==> src/asteroid_pkg.sv <==
package asteroid_pkg;

    // meaningful widths
    typedef logic [2:0] lane_t;      // eight lanes
    typedef logic [3:0] distance_t;  // steps from the ship
    typedef logic [2:0] lives_t;
    typedef logic [7:0] score_t;     // wraps at 255

    typedef struct packed {
        lane_t     lane;
        distance_t distance;
    } asteroid_t;

    typedef struct packed {
        lives_t lives;
        score_t score;
    } status_t;

    // control levels, one field per datapath action
    typedef struct packed {
        logic clear_all;       // asteroid, lives and score back to start
        logic spawn;           // load a new asteroid
        logic advance_enable;  // asteroid may move
        logic load_shot;       // latch the shot lane
        logic destroy;         // asteroid was hit
        logic lose_life;
    } control_t;

    typedef enum logic [3:0] {
        idle             = 4'd0,
        init_elements    = 4'd1,
        spawn_asteroid   = 4'd2,
        wait_move        = 4'd3,
        register_shot    = 4'd4,
        compare_shot     = 4'd5,
        destroy_asteroid = 4'd6,
        next_move        = 4'd7,
        lose_life        = 4'd8,
        check_lives      = 4'd9,
        game_over        = 4'd10
    } game_state_e;

endpackage

==> src/asteroid_game.sv <==
`timescale 1ns/1ns

module asteroid_game #(
    parameter int LIVES_INIT   = 3,
    parameter int MAX_DISTANCE = 15,
    parameter int STEP_CYCLES  = 8
) (
    input  logic                      clock,
    input  logic                      reset,
    input  logic                      start,
    input  logic                      shot,
    input  asteroid_pkg::lane_t       shot_lane,
    output asteroid_pkg::asteroid_t   asteroid,
    output asteroid_pkg::status_t     status,
    output logic                      game_over,
    output asteroid_pkg::game_state_e state
);

    asteroid_pkg::control_t control;
    logic                   collision;
    logic                   hit;
    logic                   lives_left;

    game_control game_control_i (
        .clock      (clock),
        .reset      (reset),
        .start      (start),
        .shot       (shot),
        .collision  (collision),
        .hit        (hit),
        .lives_left (lives_left),
        .control    (control),
        .state      (state),
        .game_over  (game_over)
    );

    asteroid_tracker #(
        .MAX_DISTANCE (MAX_DISTANCE),
        .STEP_CYCLES  (STEP_CYCLES)
    ) asteroid_tracker_i (
        .clock     (clock),
        .reset     (reset),
        .control   (control),
        .asteroid  (asteroid),
        .collision (collision)
    );

    shot_judge shot_judge_i (
        .clock     (clock),
        .reset     (reset),
        .control   (control),
        .shot_lane (shot_lane),
        .asteroid  (asteroid),
        .hit       (hit)
    );

    player_status #(
        .LIVES_INIT (LIVES_INIT)
    ) player_status_i (
        .clock      (clock),
        .reset      (reset),
        .control    (control),
        .status     (status),
        .lives_left (lives_left)
    );

endmodule

==> src/asteroid_tracker.sv <==
`timescale 1ns/1ns

module asteroid_tracker #(
    parameter int MAX_DISTANCE = 15,
    parameter int STEP_CYCLES  = 8
) (
    input  logic                    clock,
    input  logic                    reset,
    input  asteroid_pkg::control_t  control,
    output asteroid_pkg::asteroid_t asteroid,
    output logic                    collision
);

    localparam int STEP_W = (STEP_CYCLES > 1) ? $clog2(STEP_CYCLES) : 1;
    localparam logic [7:0] LFSR_SEED = 8'hA5;
    localparam asteroid_pkg::distance_t START_DISTANCE =
        asteroid_pkg::distance_t'(MAX_DISTANCE);
    localparam logic [STEP_W-1:0] STEP_LAST = STEP_W'(STEP_CYCLES - 1);

    logic [7:0]              lfsr;
    logic [7:0]              lfsr_next;
    logic [STEP_W-1:0]       step_count;
    logic                    step_done;
    logic                    reload;
    asteroid_pkg::lane_t     lane;
    asteroid_pkg::distance_t distance;

    // taps 7,5,4,3
    assign lfsr_next = {lfsr[6:0], lfsr[7] ^ lfsr[5] ^ lfsr[4] ^ lfsr[3]};
    assign reload    = control.spawn || control.clear_all;
    assign step_done = control.advance_enable && (step_count == STEP_LAST);

    // lfsr keeps running across games, only a reset reseeds it
    always_ff @(posedge clock or posedge reset) begin
        if (reset) begin
            lfsr <= LFSR_SEED;
        end else if (control.spawn) begin
            lfsr <= lfsr_next;
        end
    end

    always_ff @(posedge clock or posedge reset) begin
        if (reset) begin
            lane <= '0;
        end else if (control.spawn) begin
            lane <= lfsr_next[2:0];  // low bits after the shift
        end
    end

    always_ff @(posedge clock or posedge reset) begin
        if (reset) begin
            step_count <= '0;
        end else if (reload) begin
            step_count <= '0;
        end else if (control.advance_enable) begin
            if (step_done) begin
                step_count <= '0;
            end else begin
                step_count <= step_count + 1'b1;
            end
        end
    end

    always_ff @(posedge clock or posedge reset) begin
        if (reset) begin
            distance <= START_DISTANCE;
        end else if (reload) begin
            distance <= START_DISTANCE;
        end else if (step_done && distance != '0) begin
            distance <= distance - 1'b1;  // saturates at zero
        end
    end

    assign asteroid  = '{lane: lane, distance: distance};
    assign collision = control.advance_enable && (distance == '0);

endmodule

==> src/game_control.sv <==
`timescale 1ns/1ns

module game_control (
    input  logic                      clock,
    input  logic                      reset,
    input  logic                      start,
    input  logic                      shot,
    input  logic                      collision,
    input  logic                      hit,
    input  logic                      lives_left,
    output asteroid_pkg::control_t    control,
    output asteroid_pkg::game_state_e state,
    output logic                      game_over
);

    asteroid_pkg::game_state_e state_next;

    always_ff @(posedge clock or posedge reset) begin
        if (reset) begin
            state <= asteroid_pkg::idle;
        end else begin
            state <= state_next;
        end
    end

    always_comb begin
        state_next = state;
        case (state)
            asteroid_pkg::idle: begin
                if (start) begin
                    state_next = asteroid_pkg::init_elements;
                end
            end
            asteroid_pkg::init_elements: begin
                state_next = asteroid_pkg::spawn_asteroid;
            end
            asteroid_pkg::spawn_asteroid: begin
                state_next = asteroid_pkg::wait_move;
            end
            asteroid_pkg::wait_move: begin
                // shot wins over a collision in the same cycle
                if (shot) begin
                    state_next = asteroid_pkg::register_shot;
                end else if (collision) begin
                    state_next = asteroid_pkg::lose_life;
                end
            end
            asteroid_pkg::register_shot: begin
                state_next = asteroid_pkg::compare_shot;
            end
            asteroid_pkg::compare_shot: begin
                if (hit) begin
                    state_next = asteroid_pkg::destroy_asteroid;
                end else begin
                    state_next = asteroid_pkg::next_move;
                end
            end
            asteroid_pkg::destroy_asteroid: begin
                state_next = asteroid_pkg::spawn_asteroid;
            end
            asteroid_pkg::next_move: begin
                state_next = asteroid_pkg::wait_move;
            end
            asteroid_pkg::lose_life: begin
                state_next = asteroid_pkg::check_lives;
            end
            asteroid_pkg::check_lives: begin
                if (lives_left) begin
                    state_next = asteroid_pkg::spawn_asteroid;
                end else begin
                    state_next = asteroid_pkg::game_over;
                end
            end
            asteroid_pkg::game_over: begin
                if (start) begin
                    state_next = asteroid_pkg::init_elements;
                end
            end
            default: begin
                state_next = asteroid_pkg::idle;
            end
        endcase
    end

    // moore outputs, decoded from the state only
    always_comb begin
        control = '0;
        case (state)
            asteroid_pkg::idle,
            asteroid_pkg::init_elements: begin
                control.clear_all = 1'b1;
            end
            asteroid_pkg::spawn_asteroid: begin
                control.spawn          = 1'b1;
                control.advance_enable = 1'b1;  // timer cleared by spawn anyway
            end
            asteroid_pkg::wait_move: begin
                control.advance_enable = 1'b1;
            end
            asteroid_pkg::register_shot: begin
                control.load_shot      = 1'b1;
                control.advance_enable = 1'b1;
            end
            asteroid_pkg::destroy_asteroid: begin
                control.destroy = 1'b1;
            end
            asteroid_pkg::lose_life: begin
                control.lose_life = 1'b1;
            end
            default: begin
                control = '0;
            end
        endcase
    end

    assign game_over = (state == asteroid_pkg::game_over);

endmodule

==> src/player_status.sv <==
`timescale 1ns/1ns

module player_status #(
    parameter int LIVES_INIT = 3
) (
    input  logic                   clock,
    input  logic                   reset,
    input  asteroid_pkg::control_t control,
    output asteroid_pkg::status_t  status,
    output logic                   lives_left
);

    localparam asteroid_pkg::lives_t LIVES_START = asteroid_pkg::lives_t'(LIVES_INIT);

    asteroid_pkg::lives_t lives;
    asteroid_pkg::score_t score;

    always_ff @(posedge clock or posedge reset) begin
        if (reset) begin
            lives <= LIVES_START;
        end else if (control.clear_all) begin
            lives <= LIVES_START;
        end else if (control.lose_life && lives != '0) begin
            lives <= lives - 1'b1;
        end
    end

    always_ff @(posedge clock or posedge reset) begin
        if (reset) begin
            score <= '0;
        end else if (control.clear_all) begin
            score <= '0;
        end else if (control.destroy) begin
            score <= score + 1'b1;  // wraps past 255
        end
    end

    assign status     = '{lives: lives, score: score};
    assign lives_left = (lives != '0);

endmodule

==> src/shot_judge.sv <==
`timescale 1ns/1ns

module shot_judge (
    input  logic                    clock,
    input  logic                    reset,
    input  asteroid_pkg::control_t  control,
    input  asteroid_pkg::lane_t     shot_lane,
    input  asteroid_pkg::asteroid_t asteroid,
    output logic                    hit
);

    asteroid_pkg::lane_t shot_latched;
    logic                lane_match;
    logic                in_range;

    always_ff @(posedge clock or posedge reset) begin
        if (reset) begin
            shot_latched <= '0;
        end else if (control.load_shot) begin
            shot_latched <= shot_lane;
        end
    end

    assign lane_match = (shot_latched == asteroid.lane);

    // an asteroid already at the ship counts as a collision, not a hit
    assign in_range = (asteroid.distance != '0);

    assign hit = lane_match && in_range;

endmodule

==> config.mk <==
export PLATFORM = sky130hd
export DESIGN_NAME = asteroid_game
export DESIGN_NICKNAME = d
export VERILOG_FILES = /design/src/asteroid_pkg.sv /design/src/asteroid_game.sv /design/src/asteroid_tracker.sv /design/src/game_control.sv /design/src/player_status.sv /design/src/shot_judge.sv
export SDC_FILE = /design/constraint.sdc
export NUM_CORES = 1
export LEC_CHECK = 0
export BUFFER_PORTS_ARGS = -buffer_cell sky130_fd_sc_hd__buf_4
export CAP_MARGIN = 25
export CORE_MARGIN = 5
export CORE_UTILIZATION = 40
export DETAILED_ROUTE_END_ITERATION = 10
export GPL_ROUTABILITY_DRIVEN = 0
export PLACE_DENSITY_LB_ADDON = 0.1
export SETUP_SLACK_MARGIN = 0.1
export SYNTH_ARGS = -nofsm -noshare
export SYNTH_HDL_FRONTEND = slang
export SYNTH_SLANG_ARGS = --single-unit
==> constraint.sdc <==
create_clock -name clock -period 4.95 [get_ports clock]
set_input_delay 0.495 -clock clock [delete_from_list [all_inputs] [get_ports clock]]
set_output_delay 0.495 -clock clock [all_outputs]
set_load 0.01 [all_outputs]
==> metrics, run 1 <==
Fmax=446 MHz; Hold Vio Cnt, Final=0; final core utilization=47.9%; number of port buffers=29; Post-Route Skew=0.0125 ns; Least-Margin Pin Slew=0.882 ns; DRT iter0 DRCs=31; CTS buffer count=5; CTS tree=built; Slowest cell on crit path=dfrtp_1; PwrDens=496 nW/µm²; WL final=3770 µm; routed vias/inst=5.23; clock root buffer=clkbuf_8; DR vias=1382; final cycle utilization of the critical path=45.3%; post-CTS setup buffers=0; Post-synth ARST share=100%; Placeable Area=4660 µm²; worst relative slew slack=40.7%; Net count, final=222; critical-path cell list=nand2b_1, nor3_2, mux2_2; post-synth cell types=46; EDFF count, synth=0; cts hold-fix bufs=0; most frequent cells in the layout=buf_4 (30), dfrtp_1 (25), inv_1 (13); largest net degree at the start of global routing=36; Post-Syn Nets=195; min cycle time layout=2.24 ns; Worst-Skew Late Latency=0.28 ns; status=completed; type of origin of the critical path=register; chip width=78.8 µm; register area share after synthesis=46.9%; crit-path max FO=22; Fill cells=424; CTS H-tree depth=2; Reg clk slew, reported paths=0.07 ns; antenna viol nets, final=0; Mapped Cells=182; first-pass GRT wire length=6610 µm; post-route setup TNS=0 ns; Yosys reg bits=35; post-CTS sizing=0; Avg Inst Size Synth=10.4 µm²; Final setup viols=0; DR WL/cell=14.3 µm; Worst Setup End Kind=register; Worst Setup Path Type=reg -> reg; Total GRT Usage=13.4%; antenna cells=0; multi-input logic area=905 µm²; drt first pass iters=4; max_cap viols=0; Clock Sinks=35; # DRC=0; global route total overflow=0; DPL Wire Length=2680 µm; Bufs on Longest Clock Path=2; register area=888 µm²; Synth Flop Type=dfrtp_1; io pins=30; total die area=6210 µm²; initial antenna violation count=0; Lkg Pwr=1.02 nW; Min-Delay Path Class=in -> async; vias in the first global route=1456; most common cell after layout, fill and taps aside=buf_4; Warnings, synthesis=0; Syn-to-layout area delta=18.0%; post-synth design cell area=1890 µm²; Initial Util=40.6%; worst vdd ir=0.236 mV; die height=78.8 µm; share of cells above drive strength 1=30.0%; Worst EP required=5.12 ns; CP arrival=2.41 ns; Pins Over Slew Limit=0; slowest cell delay on critical path=0.76 ns; RSZ-0062 raised after global routing=no; Std-Cell Rows=25
synthesized netlist by cell type, drive strengths merged (7+ instances only):
master  instances  share of area [%]
xnor2          10                4.6
nor2            8                1.6
dfrtp          25                 33
o21ai           9                2.4
dfstp          10                 14
inv            13                2.6
nand2          11                2.2
mux2           10                5.9
nor3           10                2.9
buf             9                2.6
nand2b          7                2.3
final cells by class:
class | instances | area share, %
Clock buffer | 8 | 4.48
Inverter | 13 | 2.18
Multi-Input combinational cell | 124 | 40.5
Sequential cell | 35 | 39.8
Tap cell | 54 | 3.02
Timing Repair Buffer | 30 | 10.1
power breakdown:
| group | internal [W] | total [W] | leakage, nW | switching (W) |
|---|---|---|---|---|
| sequential | 0.000374 | 0.000496 | 0.430 | 0.000121 |
| clock | 0.000127 | 0.000224 | 0.0515 | 0.0000974 |
| combinational | 0.000206 | 0.000389 | 0.536 | 0.000183 |
| total | 0.000707 | 0.00111 | 1.02 | 0.000401 |
layer usage:
metal	up-vias	GRT usage (%)	part of all wire, %
met5	-	0	0
met4	0	4.81	1.0
met3	4	3.40	4.0
met2	24	22.2	48
met1	665	16.8	47
li1	689	-	-
kinds of logic (layout without fill, tap and decap cells):
kind of cell             count (synthesis)  in the layout  share of synthesized area [%]
AND/OR/NAND/NOR                         59             59                           18.0
flip-flops                              35             35                           46.9
AO/OA/AOI/OAI                           32             32                           11.8
buffers and inverters                   23             51                           5.35
XOR/XNOR                                15             15                           6.93
multiplexers                            12             12                           7.00
adder cells (fa/ha/maj)                  6              6                           3.96
flip-flops by register name, indices dropped and copies added, names as in the netlist:
name / flops
player_status_i.lives: 3
asteroid_tracker_i.lane: 3
asteroid_tracker_i.lfsr: 7
asteroid_tracker_i.distance: 4
shot_judge_i.shot_latched: 3
game_control_i.state: 4
asteroid_tracker_i.step_count: 3
player_status_i.score: 8
path summary, 6_finish.rpt:
kind                                                        start                                    endpoint  slack (ns)  cells after the start
max reg2reg                   game_control_i.state[1]$_DFFE_PP0P_      asteroid_tracker_i.lfsr[3]$_DFFE_PP0P_        2.71                      3
min reg2reg                asteroid_tracker_i.lfsr[2]$_DFFE_PP1P_      asteroid_tracker_i.lfsr[2]$_DFFE_PP1P_        0.49                      2
max                           game_control_i.state[1]$_DFFE_PP0P_      asteroid_tracker_i.lfsr[3]$_DFFE_PP0P_        2.71                      3
max in group asynchronous                                   reset  asteroid_tracker_i.distance[0]$_DFFE_PP1P_        4.28                      3
min                                                         reset      asteroid_tracker_i.lfsr[6]$_DFFE_PP0P_        0.31                      3
min in group clock                                   shot_lane[1]    shot_judge_i.shot_latched[1]$_DFFE_PP0P_        0.45                      2
per-stage QoR:
step / instances / setup WS (ns) / hold slack (ns) / total power [W] / cell area, µm²
floorplan: 182 / 3.14 / 0.460 / 0.000791 / 1890
global placement: 256 / 2.79 / 0.479 / 0.000882 / 2130
detailed placement: 256 / 2.70 / 0.478 / 0.000897 / 2130
CTS: 264 / 2.67 / 0.320 / 0.00113 / 2230
global route: 264 / 2.50 / 0.350 / 0.00120 / 2230
finish: 264 / 2.71 / 0.312 / 0.00111 / 2230
critical path, delay by kind of cell, from the launching register on:
kind | cells | cell delay [ns]
muxes | 1 | 0.41
and+or+nand+nor | 2 | 0.96
DFF | 1 | 0.76
Power figures use the tool's default switching activity.
==> inputs of run 2 (changes only) <==
==> constraint.sdc (replaced) <==
create_clock -name clock -period 2.1 [get_ports clock]
set_input_delay 0.21 -clock clock [delete_from_list [all_inputs] [get_ports clock]]
set_output_delay 0.21 -clock clock [all_outputs]
set_load 0.01 [all_outputs]
==> run 2 against run 1 <==
First-iteration DRC count is 97% higher. Worst setup slack worse by 2.5 ns. Global-route usage is 0.42 points higher. Clock skew decreased by 0.010 ns. Die area did not move. Hold slack lost 0.28 ns. Routed wire length increased by 7.4%. Critical path type unchanged. Largest cell class unchanged.
==> metrics, run 2 (synthesis results as in run 1) <==
status=completed; CTS tree=built; Worst Setup Path Type=reg -> reg; Crit Reg-Reg Startpoint=player_status_i.lives[0]$_DFFE_PP1P_; Reg with most FFs=player_status_i.score; worst vdd ir=0.697 mV; global route total overflow=0; Min-Delay Path Class=in -> async; post-CTS sizing=0; P_sw=0.000992 W; Reg clk slew, reported paths=0.07 ns; final cycle utilization of the critical path=87.9%; most frequent cells in the layout=buf_4 (36), dfrtp_1 (25), inv_1 (13); number of port buffers=29; Final setup viols=0; Overall Power=0.00281 W; antenna viol nets, final=0; RSZ-0062 raised after global routing=no; Std-Cell Rows=25; Comb pwr share=38.7%; DPL Wire Length=2920 µm; io pins=30; min cycle time layout=1.84 ns; reg2reg end=player_status_i.lives[1]$_DFFE_PP1P_; Clock Sinks=35; chip width=78.8 µm; crit-path max FO=4; Pins Over Slew Limit=0; DR WL/cell=15.0 µm; CTS buffer count=5; Bufs on Longest Clock Path=2; Clock Power Share=22.2%; DRT iter0 DRCs=61; largest net degree at the start of global routing=36; Post-Route Skew=0.00237 ns; max_cap viols=0; switch share=35.3%; Fill cells=450; Lkg Pwr=1.06 nW; vias in the first global route=1499; Net count, final=228; # DRC=0; type of origin of the critical path=register; die height=78.8 µm; Total GRT Usage=13.8%; antenna cells=0; Worst-Skew Late Latency=0.28 ns; clock root buffer=clkbuf_8; Top Registers=player_status_i.score: 8 flops, asteroid_tracker_i.lfsr: 7 flops; R2R cell count=6; PwrDens=1220 nW/µm²; internal power=0.00182 W; Hold Vio Cnt, Final=0; drt first pass iters=4; cts hold-fix bufs=0; CP arrival=2.06 ns; max reg flops=8; first-pass GRT wire length=6910 µm; reg2reg setup slack=0.26 ns; share of cells above drive strength 1=32.4%; sequential share of power=39.1%; Syn-to-layout area delta=21.7%; post-route setup TNS=0 ns; register area=888 µm²; WL final=4050 µm; worst relative slew slack=61.4%; Worst Setup End Kind=register; Fmax=542 MHz; CTS H-tree depth=2; DR vias=1457; Least-Margin Pin Slew=0.578 ns; initial antenna violation count=0; Worst setup startpoint=player_status_i.lives[0]$_DFFE_PP1P_; multi-input logic area=913 µm²; most common cell after layout, fill and taps aside=buf_4; Worst EP required=2.31 ns; Placeable Area=4660 µm²; post-CTS setup buffers=0; Initial Util=40.6%; routed vias/inst=5.40; total die area=6210 µm²
run 2: cell types whose count changed in the layout (fill, tap and decap cells not counted), sizes merged:
cell    delta
clkbuf     -2
bufinv     +1
buf        +6
clkinv     +1
run 2: worst max-delay path by stage:
stage / slack (ns) / to
2_1_floorplan: 0.29 / player_status_i.lives[1]$_DFFE_PP1P_
3_3_place_gp: 0.29 / player_status_i.lives[1]$_DFFE_PP1P_
3_5_place_dp: 0.17 / player_status_i.lives[1]$_DFFE_PP1P_
4_1_cts: 0.13 / player_status_i.lives[1]$_DFFE_PP1P_
5_1_grt: 0.12 / shot_judge_i.shot_latched[2]$_DFFE_PP0P_
6_report: 0.26 / player_status_i.lives[1]$_DFFE_PP1P_
run 2: cell type report:
| cell class | instances | area share, % |
|---|---|---|
| flip-flops and latches | 35 | 38.5 |
| multi-input cells | 124 | 39.6 |
| well taps | 54 | 2.93 |
| repair buffers | 36 | 11.7 |
| clock buffers | 6 | 3.58 |
| inverters | 13 | 2.12 |
| clock inverters | 2 | 1.52 |
run 2: metrics by stage:
step	util, %	worst slack (ns)	instance area, µm²	instances	hold WS, ns
floorplan	-	0.293	1890	182	0.357
detailed placement	46.8	0.165	2180	262	0.347
finish	49.5	0.255	2310	270	0.0288
global route	49.5	0.120	2310	270	0.0617
global placement	46.8	0.291	2180	262	0.342
CTS	49.3	0.131	2300	270	0.0426
run 2: worst max-delay path: stages (launching register included):
cell	delay (ns)
dfstp_2	0.55
inv_1	0.05
ha_1	0.19
ha_1	0.22
nor4_4	0.41
mux2i_1	0.13
or2_1	0.22
run 2: power by group through the flow:
| stage | registers [W] | clock network [W] | logic (W) |
|---|---|---|---|
| 2_1_floorplan | 0.00106 | 0 | 0.000810 |
| 3_3_place_gp | 0.00109 | 0 | 0.00107 |
| 3_5_place_dp | 0.00111 | 0 | 0.00110 |
| 4_1_cts | 0.00110 | 0.000640 | 0.00110 |
| 5_1_grt | 0.00113 | 0.000690 | 0.00120 |
| 6_report | 0.00110 | 0.000625 | 0.00109 |
run 2: metal layers:
metal	wire (µm)	GRT usage (%)	vias up
met5	0	0	-
met4	70	4.47	0
met3	202	3.85	8
met2	2010	23.6	39
met1	1760	16.7	710
li1	-	-	700
